`src/hw/avmm_rsp_pkg.sv`:
```
// Response side types: target response buses and the 16-bit serial response word.
`default_nettype none

package avmm_rsp_pkg;

  localparam int RSP_BITS = 16;                 // Serial bits per response word
  localparam logic [2:0] EHIP_RSVD = 3'b101;    // Reserved field in EHIP mode

  typedef struct packed {
    logic       busy;              // Level, a change makes a response
    logic [7:0] readdata;
    logic       readdatavalid;     // One-cycle strobe
    logic [2:0] reserved_in;
  } pld_rsp_t;

  typedef struct packed {
    logic       wrdone;            // One-cycle strobe
    logic [7:0] rdata;
    logic       rdatavld;          // One-cycle strobe
  } ehip_rsp_t;

  // Eight 2-bit symbols, sym0 goes out first
  typedef struct packed {
    logic [1:0] sym7;              // {1, even parity}
    logic [1:0] sym6;              // Reserved bits 2:1
    logic [1:0] sym5;              // {reserved bit 0, data valid}
    logic [1:0] sym4;
    logic [1:0] sym3;
    logic [1:0] sym2;
    logic [1:0] sym1;              // Read data bits 1:0
    logic [1:0] sym0;              // {status, 1}
  } rsp_word_t;

endpackage

`default_nettype wire

```
`src/hw/avmm_cmd_pkg.sv`:
```
// Command side types for the AVMM transfer block.
// Frame layout, the dual-view command word and the target request buses.
`default_nettype none

package avmm_cmd_pkg;

  localparam int CMD_SYMBOLS = 16;            // Data symbols per frame
  localparam logic [1:0] CMD_START = 2'd3;    // Frame start, only seen while idle

  // Remote PLD view, bit 0 is write
  typedef struct packed {
    logic        parity;       // Odd parity over the whole word
    logic [11:0] reserved;
    logic [7:0]  writedata;
    logic [8:0]  reg_addr;
    logic        read;
    logic        write;
  } pld_cmd_t;

  // EHIP view, bit 0 is wdata[0]
  typedef struct packed {
    logic        parity;
    logic        read;
    logic        write;
    logic [20:0] addr;
    logic [7:0]  wdata;
  } ehip_cmd_t;

  // Same received word, decoded per hip_sel
  typedef union packed {
    pld_cmd_t  pld;
    ehip_cmd_t ehip;
  } cmd_word_u;

  typedef struct packed {
    logic       read;          // One-cycle strobe
    logic       write;         // One-cycle strobe
    logic [8:0] reg_addr;
    logic [7:0] writedata;
  } pld_req_t;

  typedef struct packed {
    logic        read;
    logic        write;
    logic [20:0] addr;
    logic [7:0]  wdata;
  } ehip_req_t;

endpackage

`default_nettype wire
```
`src/hw/avmm_transfer.sv`:
```
// Top level of the AVMM transfer block: command builder, response packer,
// response FIFO and serializer on one clock.
`timescale 1ns/100ps
`default_nettype none

module avmm_transfer #(
  parameter int FIFO_AWIDTH = 4
) (
  input  wire logic                     avmm_clock_avmm_clk,
  input  wire logic                     avmm_reset_avmm_rst_n,
  input  wire logic [1:0]               aib_hssi_avmm_data_in,
  input  wire logic                     r_avmm2_hip_sel,
  input  wire avmm_rsp_pkg::pld_rsp_t   pld_rsp,
  input  wire avmm_rsp_pkg::ehip_rsp_t  ehip_rsp,
  output avmm_cmd_pkg::pld_req_t        pld_req,
  output avmm_cmd_pkg::ehip_req_t       ehip_req,
  output logic                          aib_hssi_avmm_data_out,
  output logic                          avmm_transfer_dcg_ungate,
  output logic                          avmm_transfer_error
);
  import avmm_rsp_pkg::*;

  logic      frame_active;
  logic      cmd_error;
  logic      rsp_wr_en;
  rsp_word_t rsp_wr_word;
  logic      fifo_rd_en;
  rsp_word_t fifo_rd_word;
  logic      fifo_empty;
  logic      fifo_overflow;
  logic      ser_busy;

  avmm_cmd_builder avmm_cmd_builder_i (
    .avmm_clock_avmm_clk   (avmm_clock_avmm_clk),
    .avmm_reset_avmm_rst_n (avmm_reset_avmm_rst_n),
    .aib_hssi_avmm_data_in (aib_hssi_avmm_data_in),
    .hip_sel               (r_avmm2_hip_sel),
    .pld_req               (pld_req),
    .ehip_req              (ehip_req),
    .frame_active          (frame_active),
    .error                 (cmd_error)
  );

  avmm_rsp_packer avmm_rsp_packer_i (
    .avmm_clock_avmm_clk   (avmm_clock_avmm_clk),
    .avmm_reset_avmm_rst_n (avmm_reset_avmm_rst_n),
    .hip_sel               (r_avmm2_hip_sel),
    .pld_rsp               (pld_rsp),
    .ehip_rsp              (ehip_rsp),
    .wr_en                 (rsp_wr_en),
    .wr_word               (rsp_wr_word)
  );

  avmm_rsp_fifo #(
    .FIFO_AWIDTH (FIFO_AWIDTH)
  ) avmm_rsp_fifo_i (
    .avmm_clock_avmm_clk   (avmm_clock_avmm_clk),
    .avmm_reset_avmm_rst_n (avmm_reset_avmm_rst_n),
    .wr_en                 (rsp_wr_en),
    .wr_word               (rsp_wr_word),
    .rd_en                 (fifo_rd_en),
    .rd_word               (fifo_rd_word),
    .empty                 (fifo_empty),
    .overflow              (fifo_overflow)
  );

  avmm_rsp_serializer avmm_rsp_serializer_i (
    .avmm_clock_avmm_clk   (avmm_clock_avmm_clk),
    .avmm_reset_avmm_rst_n (avmm_reset_avmm_rst_n),
    .empty                 (fifo_empty),
    .rd_word               (fifo_rd_word),
    .rd_en                 (fifo_rd_en),
    .data_out              (aib_hssi_avmm_data_out),
    .busy                  (ser_busy)
  );

  assign avmm_transfer_error      = cmd_error | fifo_overflow;
  // Clock must run while any part of the path holds work
  assign avmm_transfer_dcg_ungate = frame_active | ~fifo_empty | ser_busy;

endmodule

`default_nettype wire

```
`src/hw/avmm_rsp_serializer.sv`:
```
// Pops response words from the FIFO and sends them LSB first, one bit
// per clock, from a registered output; the line rests at 0.
`timescale 1ns/100ps
`default_nettype none

module avmm_rsp_serializer (
  input  wire logic                     avmm_clock_avmm_clk,
  input  wire logic                     avmm_reset_avmm_rst_n,
  input  wire logic                     empty,
  input  wire avmm_rsp_pkg::rsp_word_t  rd_word,
  output logic                          rd_en,
  output logic                          data_out,
  output logic                          busy
);
  import avmm_rsp_pkg::*;

  localparam int CNT_W = $clog2(RSP_BITS);

  logic [CNT_W-1:0]    bit_cnt;    // Index of the bit now on data_out
  logic [RSP_BITS-2:0] shift_q;
  logic                last_bit;

  assign last_bit = busy && (bit_cnt == CNT_W'(RSP_BITS - 1));
  assign rd_en    = !empty && (!busy || last_bit);   // Back to back on the last bit

  always_ff @(posedge avmm_clock_avmm_clk) begin
    if (!avmm_reset_avmm_rst_n) begin
      busy     <= 1'b0;
      bit_cnt  <= '0;
      data_out <= 1'b0;
    end else if (rd_en) begin
      busy     <= 1'b1;
      bit_cnt  <= '0;
      data_out <= rd_word[0];
    end else if (last_bit) begin
      busy     <= 1'b0;
      data_out <= 1'b0;
    end else if (busy) begin
      bit_cnt  <= bit_cnt + 1'b1;
      data_out <= shift_q[0];
    end
  end

  always_ff @(posedge avmm_clock_avmm_clk) begin
    if (rd_en) shift_q <= rd_word[RSP_BITS-1:1];
    else       shift_q <= shift_q >> 1;
  end

endmodule

`default_nettype wire

```
`src/hw/avmm_rsp_fifo.sv`:
```
// Single-clock response FIFO with wrap-bit pointers; writes into a full
// FIFO are dropped and flagged on overflow.
`timescale 1ns/100ps
`default_nettype none

module avmm_rsp_fifo #(
  parameter int FIFO_AWIDTH = 4
) (
  input  wire logic                     avmm_clock_avmm_clk,
  input  wire logic                     avmm_reset_avmm_rst_n,
  input  wire logic                     wr_en,
  input  wire avmm_rsp_pkg::rsp_word_t  wr_word,
  input  wire logic                     rd_en,
  output avmm_rsp_pkg::rsp_word_t       rd_word,
  output logic                          empty,
  output logic                          overflow
);
  import avmm_rsp_pkg::*;

  localparam logic [FIFO_AWIDTH:0] DEPTH = 1 << FIFO_AWIDTH;

  rsp_word_t              mem [0:DEPTH-1];
  logic [FIFO_AWIDTH:0]   wr_ptr;
  logic [FIFO_AWIDTH:0]   rd_ptr;
  logic [FIFO_AWIDTH:0]   level;
  logic                   full;

  assign level   = wr_ptr - rd_ptr;                 // Wrap bit keeps full apart from empty
  assign empty   = (wr_ptr == rd_ptr);
  assign full    = (level == DEPTH);
  assign rd_word = mem[rd_ptr[FIFO_AWIDTH-1:0]];    // Head word, valid before the pop

  always_ff @(posedge avmm_clock_avmm_clk) begin
    if (wr_en && !full) mem[wr_ptr[FIFO_AWIDTH-1:0]] <= wr_word;
  end

  always_ff @(posedge avmm_clock_avmm_clk) begin
    if (!avmm_reset_avmm_rst_n) begin
      wr_ptr   <= '0;
      rd_ptr   <= '0;
      overflow <= 1'b0;
    end else begin
      if (wr_en && !full) wr_ptr <= wr_ptr + 1'b1;
      if (rd_en && !empty) rd_ptr <= rd_ptr + 1'b1;
      overflow <= wr_en & full;                      // Word is lost
    end
  end

  // Serializer only pops a word it can see
  a_no_pop_empty: assert property (@(posedge avmm_clock_avmm_clk)
    disable iff (!avmm_reset_avmm_rst_n) rd_en |-> !empty);

  a_level_bound: assert property (@(posedge avmm_clock_avmm_clk)
    disable iff (!avmm_reset_avmm_rst_n) level <= DEPTH);

endmodule

`default_nettype wire

```
`src/hw/avmm_rsp_packer.sv`:
```
// Turns target response events into parity-protected response words
// for the response FIFO, in the same cycle as the event.
`timescale 1ns/100ps
`default_nettype none

module avmm_rsp_packer (
  input  wire logic                    avmm_clock_avmm_clk,
  input  wire logic                    avmm_reset_avmm_rst_n,
  input  wire logic                    hip_sel,
  input  wire avmm_rsp_pkg::pld_rsp_t  pld_rsp,
  input  wire avmm_rsp_pkg::ehip_rsp_t ehip_rsp,
  output logic                         wr_en,
  output avmm_rsp_pkg::rsp_word_t      wr_word
);
  import avmm_rsp_pkg::*;

  logic       busy_int;
  logic       busy_q;
  logic       busy_chg;
  logic       rdv;
  logic       status;
  logic [7:0] rdata;
  logic [2:0] rsvd;
  logic       rsp_parity;

  assign busy_int = hip_sel ? 1'b0 : pld_rsp.busy;   // No busy level from EHIP

  always_ff @(posedge avmm_clock_avmm_clk) begin
    if (!avmm_reset_avmm_rst_n) busy_q <= 1'b0;
    else                        busy_q <= busy_int;
  end

  assign busy_chg = (busy_q != busy_int);
  assign rdv      = hip_sel ? ehip_rsp.rdatavld : pld_rsp.readdatavalid;
  assign wr_en    = rdv | busy_chg | ehip_rsp.wrdone;

  // Source select for the word fields
  assign status = hip_sel ? ehip_rsp.wrdone : busy_int;
  assign rdata  = hip_sel ? ehip_rsp.rdata  : pld_rsp.readdata;
  assign rsvd   = hip_sel ? EHIP_RSVD       : pld_rsp.reserved_in;

  // Even parity over the other 15 bits, two marker bits included
  assign rsp_parity = ^{1'b1, rsvd, rdv, rdata, status, 1'b1};

  always_comb begin
    wr_word.sym0 = {status, 1'b1};
    wr_word.sym1 = rdata[1:0];
    wr_word.sym2 = rdata[3:2];
    wr_word.sym3 = rdata[5:4];
    wr_word.sym4 = rdata[7:6];
    wr_word.sym5 = {rsvd[0], rdv};
    wr_word.sym6 = rsvd[2:1];
    wr_word.sym7 = {1'b1, rsp_parity};
  end

endmodule

`default_nettype wire

```
`src/hw/avmm_cmd_builder.sv`:
```
// Collects 2-bit command symbols into a 32-bit frame, checks it and
// strobes the remote PLD or the EHIP port as chosen by hip_sel.
`timescale 1ns/100ps
`default_nettype none

module avmm_cmd_builder (
  input  wire logic                    avmm_clock_avmm_clk,
  input  wire logic                    avmm_reset_avmm_rst_n,
  input  wire logic [1:0]              aib_hssi_avmm_data_in,
  input  wire logic                    hip_sel,
  output avmm_cmd_pkg::pld_req_t       pld_req,
  output avmm_cmd_pkg::ehip_req_t      ehip_req,
  output logic                         frame_active,
  output logic                         error
);
  import avmm_cmd_pkg::*;

  localparam int CNT_W = $clog2(CMD_SYMBOLS);

  typedef enum logic {
    ST_IDLE,
    ST_COLLECT
  } state_t;

  state_t                     state;
  logic [CNT_W-1:0]           sym_cnt;
  logic [2*CMD_SYMBOLS-1:0]   shift_q;
  cmd_word_u                  word;
  logic                       last_sym;
  logic                       rw_clash;
  logic                       cmd_ok;

  // New symbols enter at the top, so the first one ends at bits 1:0
  assign word = {aib_hssi_avmm_data_in, shift_q[2*CMD_SYMBOLS-1:2]};

  assign frame_active = (state == ST_COLLECT);
  assign last_sym     = frame_active && (sym_cnt == CNT_W'(CMD_SYMBOLS - 1));
  assign rw_clash     = hip_sel ? (word.ehip.read & word.ehip.write)
                                : (word.pld.read & word.pld.write);
  assign cmd_ok       = (^word) & ~rw_clash;     // Odd parity in both views

  always_ff @(posedge avmm_clock_avmm_clk) begin
    if (!avmm_reset_avmm_rst_n) begin
      state   <= ST_IDLE;
      sym_cnt <= '0;
    end else begin
      case (state)
        ST_IDLE: begin
          if (aib_hssi_avmm_data_in == CMD_START) begin
            state   <= ST_COLLECT;
            sym_cnt <= '0;
          end
        end
        ST_COLLECT: begin
          sym_cnt <= sym_cnt + 1'b1;
          if (last_sym) state <= ST_IDLE;
        end
        default: state <= ST_IDLE;
      endcase
    end
  end

  always_ff @(posedge avmm_clock_avmm_clk) begin
    if (frame_active) shift_q <= word;
  end

  // Strobes last one cycle, address and data hold until the next command
  always_ff @(posedge avmm_clock_avmm_clk) begin
    if (!avmm_reset_avmm_rst_n) begin
      pld_req  <= '0;
      ehip_req <= '0;
      error    <= 1'b0;
    end else begin
      pld_req.read   <= 1'b0;
      pld_req.write  <= 1'b0;
      ehip_req.read  <= 1'b0;
      ehip_req.write <= 1'b0;
      error          <= last_sym & ~cmd_ok;
      if (last_sym && cmd_ok) begin
        if (hip_sel) begin
          ehip_req.read  <= word.ehip.read;
          ehip_req.write <= word.ehip.write;
          ehip_req.addr  <= word.ehip.addr;
          ehip_req.wdata <= word.ehip.wdata;
        end else begin
          pld_req.read      <= word.pld.read;
          pld_req.write     <= word.pld.write;
          pld_req.reg_addr  <= word.pld.reg_addr;
          pld_req.writedata <= word.pld.writedata;
        end
      end
    end
  end

  a_one_target: assert property (@(posedge avmm_clock_avmm_clk)
    disable iff (!avmm_reset_avmm_rst_n)
    !((pld_req.read | pld_req.write) && (ehip_req.read | ehip_req.write)));

endmodule

`default_nettype wire

```
`config.mk`:
```
export PLATFORM = sky130hd
export DESIGN_NAME = avmm_transfer
export DESIGN_NICKNAME = d
export VERILOG_FILES = /design/src/hw/avmm_rsp_pkg.sv /design/src/hw/avmm_cmd_pkg.sv /design/src/hw/avmm_transfer.sv /design/src/hw/avmm_rsp_serializer.sv /design/src/hw/avmm_rsp_fifo.sv /design/src/hw/avmm_rsp_packer.sv /design/src/hw/avmm_cmd_builder.sv
export SDC_FILE = /design/constraint.sdc
export NUM_CORES = 1
export LEC_CHECK = 0
export BUFFER_PORTS_ARGS = -buffer_cell sky130_fd_sc_hd__buf_2
export CAP_MARGIN = 25
export CORE_ASPECT_RATIO = 0.75
export CORE_MARGIN = 2
export CORE_UTILIZATION = 35
export DETAILED_ROUTE_END_ITERATION = 10
export GPL_TIMING_DRIVEN = 0
export PLACE_DENSITY_LB_ADDON = 0.12
export SLEW_MARGIN = 10
export SYNTH_ARGS = -nofsm -noshare
export SYNTH_HDL_FRONTEND = slang
export SYNTH_SLANG_ARGS = --single-unit
```
`constraint.sdc`:
```
create_clock -name avmm_clock_avmm_clk -period 3.32 [get_ports avmm_clock_avmm_clk]
set_input_delay 0.664 -clock avmm_clock_avmm_clk [delete_from_list [all_inputs] [get_ports avmm_clock_avmm_clk]]
set_output_delay 0.664 -clock avmm_clock_avmm_clk [all_outputs]
set_load 0.01 [all_outputs]
```
Word level (Yosys, flattened, before mapping)
Memories as Yosys holds them, arrays and structs flattened. A register that Yosys moved wholly into a read port is not among the register bits.
Index checks and enable logic that the tools add are counted.
{ "totals": {"ff_bits": 121, "ramBits": 224, "out_inout_bits": 53, "word_cells": 93, "mem_count": 1} }
{ "op_classes": {"addsub": 5, "n_eq_ne": 7, "n_mux": 21, "bitwise_logic": 18, "reduce_logical": 20} }
{ "mem_list": {"columns": ["name", "words", "word_bits", "read_ports", "rd_clocked_by_memory_dff", "wr", "line", "source"], "rows": [
  ["avmm_rsp_fifo_i.mem", 16, 14, 1, 1, 1, "avmm_rsp_fifo.sv:22", "rsp_word_t mem [0:DEPTH-1];"]
]} }
{ "op_table": {"columns": ["op", "count"], "rows": [
  ["32-bit XOR reduction", 1],
  ["15-bit XOR reduction", 1],
  ["14-bit two-way mux", 1],
  ["1-bit two-way mux", 13],
  ["4-bit two-way mux", 3],
  ["5-bit by 1-bit adder with 5-bit output (second input constant)", 2],
  ["4-bit by 1-bit adder with 4-bit output (second input constant)", 2],
  ["4-bit == test (second input constant)", 2],
  ["8-bit two-way mux", 1],
  ["1-bit inverter", 8],
  ["4-bit one-hot mux with 2 select lines", 1],
  ["1-bit logical AND", 6],
  ["2-bit AND reduction", 3],
  ["1-bit bitwise AND", 5],
  ["5-bit == test", 1],
  ["5-bit == test (second input constant)", 1],
  ["1-bit bitwise OR", 5],
  ["5-bit subtractor", 1],
  ["1-bit logical NOT", 3],
  ["3-bit two-way mux", 1],
  ["3-bit AND reduction", 1],
  ["3-bit nonzero test", 1],
  ["3-bit OR reduction", 1],
  ["2-bit == test (second input constant)", 1],
  ["other kinds (6)", 6]
]} }

Logic depth before layout (Yosys ltp)
{ "logic_depth": {"depth_word": 7, "depth_mapped": 9} }

By module
From an unflattened synthesis, not the netlist that was laid out.
{ "hier_totals": {"hier_cells": 865, "hier_area_um2": 15179.6} }
{ "by_module_without_submodules": {"columns": ["mod", "instances", "cells_each", "area_per_inst_um2"], "rows": [
  ["avmm_rsp_fifo", 1, 464, 10486.3],
  ["avmm_cmd_builder", 1, 283, 3360.7],
  ["avmm_rsp_serializer", 1, 70, 864.6],
  ["avmm_rsp_packer", 1, 46, 452.9],
  ["avmm_transfer", 1, 2, 15.0]
]} }

Worst setup path after synthesis
Ideal clock, no wire load.
{ "synth_timing": {"path_kind": "input-to-reg", "start": "input port r_avmm2_hip_sel", "end": "memory avmm_rsp_fifo_i.mem[0][13] (netlist bit) (data pin)", "arrival_time_ps": 2604, "required_ps": 3006, "setup_slack_ps": 402, "path_stages": 6, "n_path_buf": 2, "cell_sequence": "clkbuf_1 > clkbuf_1 > o21ai_0 > mux2i_1 > xnor2_1 > xnor3_1"} }
{ "synth_rtl": {"columns": ["item", "line", "source"], "rows": [
  ["from (decl)", "avmm_transfer.sv:12", "input wire logic r_avmm2_hip_sel,"],
  ["to (decl)", "avmm_rsp_fifo.sv:22", null]
]} }

Worst setup path in the final report
{ "layout_timing": {"start": "register avmm_rsp_fifo_i.rd_ptr[1]", "end": "memory avmm_rsp_fifo_i.mem[3][8] (netlist bit), enable pin"} }
{ "layout_between": {"elab_chain_cells": 6} }
{ "layout_rtl": {"columns": ["item", "line", "source"], "rows": [
  ["from (decl)", "avmm_rsp_fifo.sv:24", "logic [FIFO_AWIDTH:0] rd_ptr;"],
  ["from (signal assigned)", "avmm_rsp_fifo.sv:44", "if (rd_en && !empty) rd_ptr <= rd_ptr + 1'b1;"],
  ["5-bit subtractor", "avmm_rsp_fifo.sv:28", "assign level = wr_ptr - rd_ptr;"],
  ["5-bit == test", "avmm_rsp_fifo.sv:30", "assign full = (level == DEPTH);"],
  ["1-bit logical NOT", "avmm_rsp_fifo.sv:34", "if (wr_en && !full) mem[wr_ptr[FIFO_AWIDTH-1:0]] <= wr_word;"],
  ["1-bit logical AND", "avmm_rsp_fifo.sv:34", null],
  ["1-bit two-way mux", "avmm_rsp_fifo.sv:34", null],
  ["1-bit two-way mux (implied by the code)", "avmm_rsp_fifo.sv:34", null]
]} }
Every way passes these cells.

==> results.py <==
metrics = {
    "setup_path": {
        "startpoint_type": "flip-flop",
        "cp_cell_sequence": "inv_1, ha_1, nor2b_1, o21a_1, or4_1, a211oi_4, nor2_1, clkbuf_1, and3_2, buf_8",
        "path_max_fanout": 10,
        "cp.arrival_ps": 3450,
        "endpoint_kind": "flip-flop",
        "max_stage_delay_ps": 540,
        "path_class": "reg2reg",
        "slowest_stage": "or4_1",
        "critPathRequiredTime_ps": 3600,
    },
    "sta": {
        "fin_crit_sh_pct": 95.6,
        "relSlewSlack_pct": 33.6,
        "setup_viol": 0,
        "holdWs_ps": 342,
        "period_needed_ps": 3170,
        "final-hold-violation-count": 0,
        "worst_slew_pin_slew_ps": 996,
        "slew_viol_final": 0,
        "finClkSkew_ps": 16.2,
        "finalWorstSetupSlack_ps": 145,
        "tns_ps": 0,
        "rsz0062_at_grt": "yes",
        "fmax_mhz": 315,
    },
    "run": {
        "drv_cap": 0,
    },
    "floorplan": {
        "dieArea_mm2": 0.0406,
        "initial_utilization_pct": 35.6,
        "die-width_um": 232,
        "core_mm2": 0.0384,
        "core.rowCount": 62,
        "die_h_um": 175,
        "ioPinCount": 81,
    },
    "cts": {
        "clk_latency_ps": 530,
        "hold_buffers": 0,
        "numClockSinks": 347,
        "numCtsBuffers": 36,
        "cts_tree": "done",
        "ctsLongestPathBuffers": 3,
        "clk_pin_slew_ps": 60,
        "cts-root-buf": "clkbuf_16",
        "htree_levels": 2,
    },
    "synth": {
        "netlist_area_mm2": 0.0137,
        "synth_area_leaders": "edfxtp_1, dfxtp_1, mux4_2",
        "ys_warn_count": 0,
        "synth_edf_count": 254,
        "synth_cell_types": 50,
        "ys_seq_area_share_pct": 69.5,
        "netlist.top_cell.by_area": "edfxtp_1",
        "avgSynthCellArea_um2": 17.4,
        "yosysTopAreaCellShare_pct": 55.9,
        "syn-num-nets": 827,
        "synthFlopType": "edfxtp_1",
        "netlist_instances": 786,
        "synth-seq-cells": 347,
        "yosysMostFrequentCell": "edfxtp_1",
        "synthArstFlopShare_pct": 0,
        "synth_common_cells": "edfxtp_1, dfxtp_1, nand2_1",
    },
    "global_routing": {
        "grt_pass1_vias": 7421,
        "grt_max_degree": 33,
        "grtUsageTotal_pct": 16.2,
        "grt_pass1_wl_um": 47900,
        "antenna_found_initial": 0,
        "gr-total-overflow": 0,
    },
    "place": {
        "place_ws_ps": -514,
        "dpl-instance-area_mm2": 0.0148,
        "gp_congestion": 0.762,
        "port_buffers": 79,
        "dp_cells": 1384,
        "dp_hpwl_um": 21500,
    },
    "cells_and_area": {
        "drive_above_1_share_pct": 28.2,
        "area_delta_synth_final_pct": 17.0,
        "seqCellArea_mm2": 0.00949,
        "final_util_pct": 41.6,
        "final_area_mm2": 0.0160,
        "fillCellCount": 3484,
        "final_cell_count_no_fill": 1452,
        "multi_input_area_mm2": 0.00396,
        "diodes": 0,
        "layout.nets": 953,
    },
    "detailed_routing": {
        "antenna_left": 0,
        "drt-vias-per-instance": 4.89,
        "wl_per_cell_um": 22.2,
        "firstDrtPassIters": 5,
        "drtIter0Drc": 458,
        "wl_um": 32200,
        "vias": 7102,
        "drc": 0,
    },
    "status": {
        "status": "completed",
    },
    "power_and_ir_drop": {
        "p_leak_nw": 5.44,
        "power_density_mw_per_mm2": 691,
        "total_power_mw": 11.0,
        "ir_worst_vdd_mv": 0.287,
    },
    "hold_path": {
        "min_path_type": "in2reg",
    },
}
## state kept, by name (all words and copies together) (netlist names), named ones only
signal,count
avmm_cmd_builder_i.ehip_req,31
avmm_cmd_builder_i.error,1
avmm_cmd_builder_i.frame_active,1
avmm_cmd_builder_i.pld_req,19
avmm_cmd_builder_i.shift_q,30
avmm_cmd_builder_i.sym_cnt,4
avmm_rsp_fifo_i.mem,224
avmm_rsp_fifo_i.overflow,1
avmm_rsp_fifo_i.rd_ptr,5
avmm_rsp_fifo_i.wr_ptr,5
avmm_rsp_packer_i.busy_q,1
avmm_rsp_serializer_i.bit_cnt,4
avmm_rsp_serializer_i.busy,1
avmm_rsp_serializer_i.data_out,1
avmm_rsp_serializer_i.shift_q,15
## cell type report
cell class | count | area share, %
plain buffers | 35 | 1.17
multi-input cells | 393 | 24.8
flip-flops and latches | 347 | 59.4
clock inverters | 18 | 0.948
well taps | 512 | 4.01
inverters | 10 | 0.235
clock buffers | 48 | 6.18
repair buffers | 89 | 3.27
## power by group
group          internal (mW)  leakage [nW]  switching (mW)
sequential              4.98          3.06           0.114
combinational          0.984          1.82            1.02
clock                   2.26         0.557            1.68
## repair_timing
item | in CTS | in global routing
setup buffers | 0 | 1
setup endpoints to repair | 38 | 140
gates resized for setup | 6 | 6
## per-layer routing
layer / global-route usage, % / vias up / part of all wire (%)
met5: 0 / - / 0
met4: 3.90 / 0 / 1.6
met3: 2.69 / 41 / 4.9
met2: 24.5 / 136 / 45
met1: 24.3 / 3652 / 49
li1: - / 3273 / -
## logic make-up (layout without fill, tap and decap cells)
kind of cell	Yosys count	after routing	synth area share (%)
DFF	347	347	69.5
xor gates and xnor gates	42	42	3.38
adders and majority gates	13	13	1.19
AOI/OAI and AO/OA	31	31	1.45
buffers and inverters	46	200	1.68
and+or+nand+nor	164	164	5.69
muxes	143	143	17.1
## placed cells by master (no fill, tap or decap), types with 12 or more instances in the layout
cell	n
clkbuf_16	37
a21oi_1	12
nor2_1	24
mux4_2	70
nand2_1	82
mux2_2	23
buf_2	84
edfxtp_1	254
ha_1	13
clkbuf_1	32
mux2i_1	50
xnor2_1	27
dfxtp_1	92
## critical path: cells and delay by family (launching register included)
family | cells | cell delay, ps
AO/OA/AOI/OAI | 2 | 520
adder cells (fa/ha/maj) | 1 | 290
buffers and inverters | 3 | 500
flip-flops | 1 | 380
AND/OR/NAND/NOR | 4 | 1210
## final timing paths
check	from	endpoint	slack (ps)	cells after the start
hold / removal	aib_hssi_avmm_data_in[1]	avmm_cmd_builder_i.shift_q[31]$_DFFE_PP_	340	1
setup / recovery	avmm_rsp_fifo_i.rd_ptr[1]$_SDFFE_PN0N_	avmm_rsp_fifo_i.mem[3][8]$_DFFE_PP_	150	10
hold reg to reg	avmm_rsp_serializer_i.shift_q[4]$_DFF_P_	avmm_rsp_serializer_i.shift_q[3]$_DFF_P_	450	1
setup reg to reg	avmm_rsp_fifo_i.rd_ptr[1]$_SDFFE_PN0N_	avmm_rsp_fifo_i.mem[3][8]$_DFFE_PP_	150	10
(Power assumes the default switching activity.)
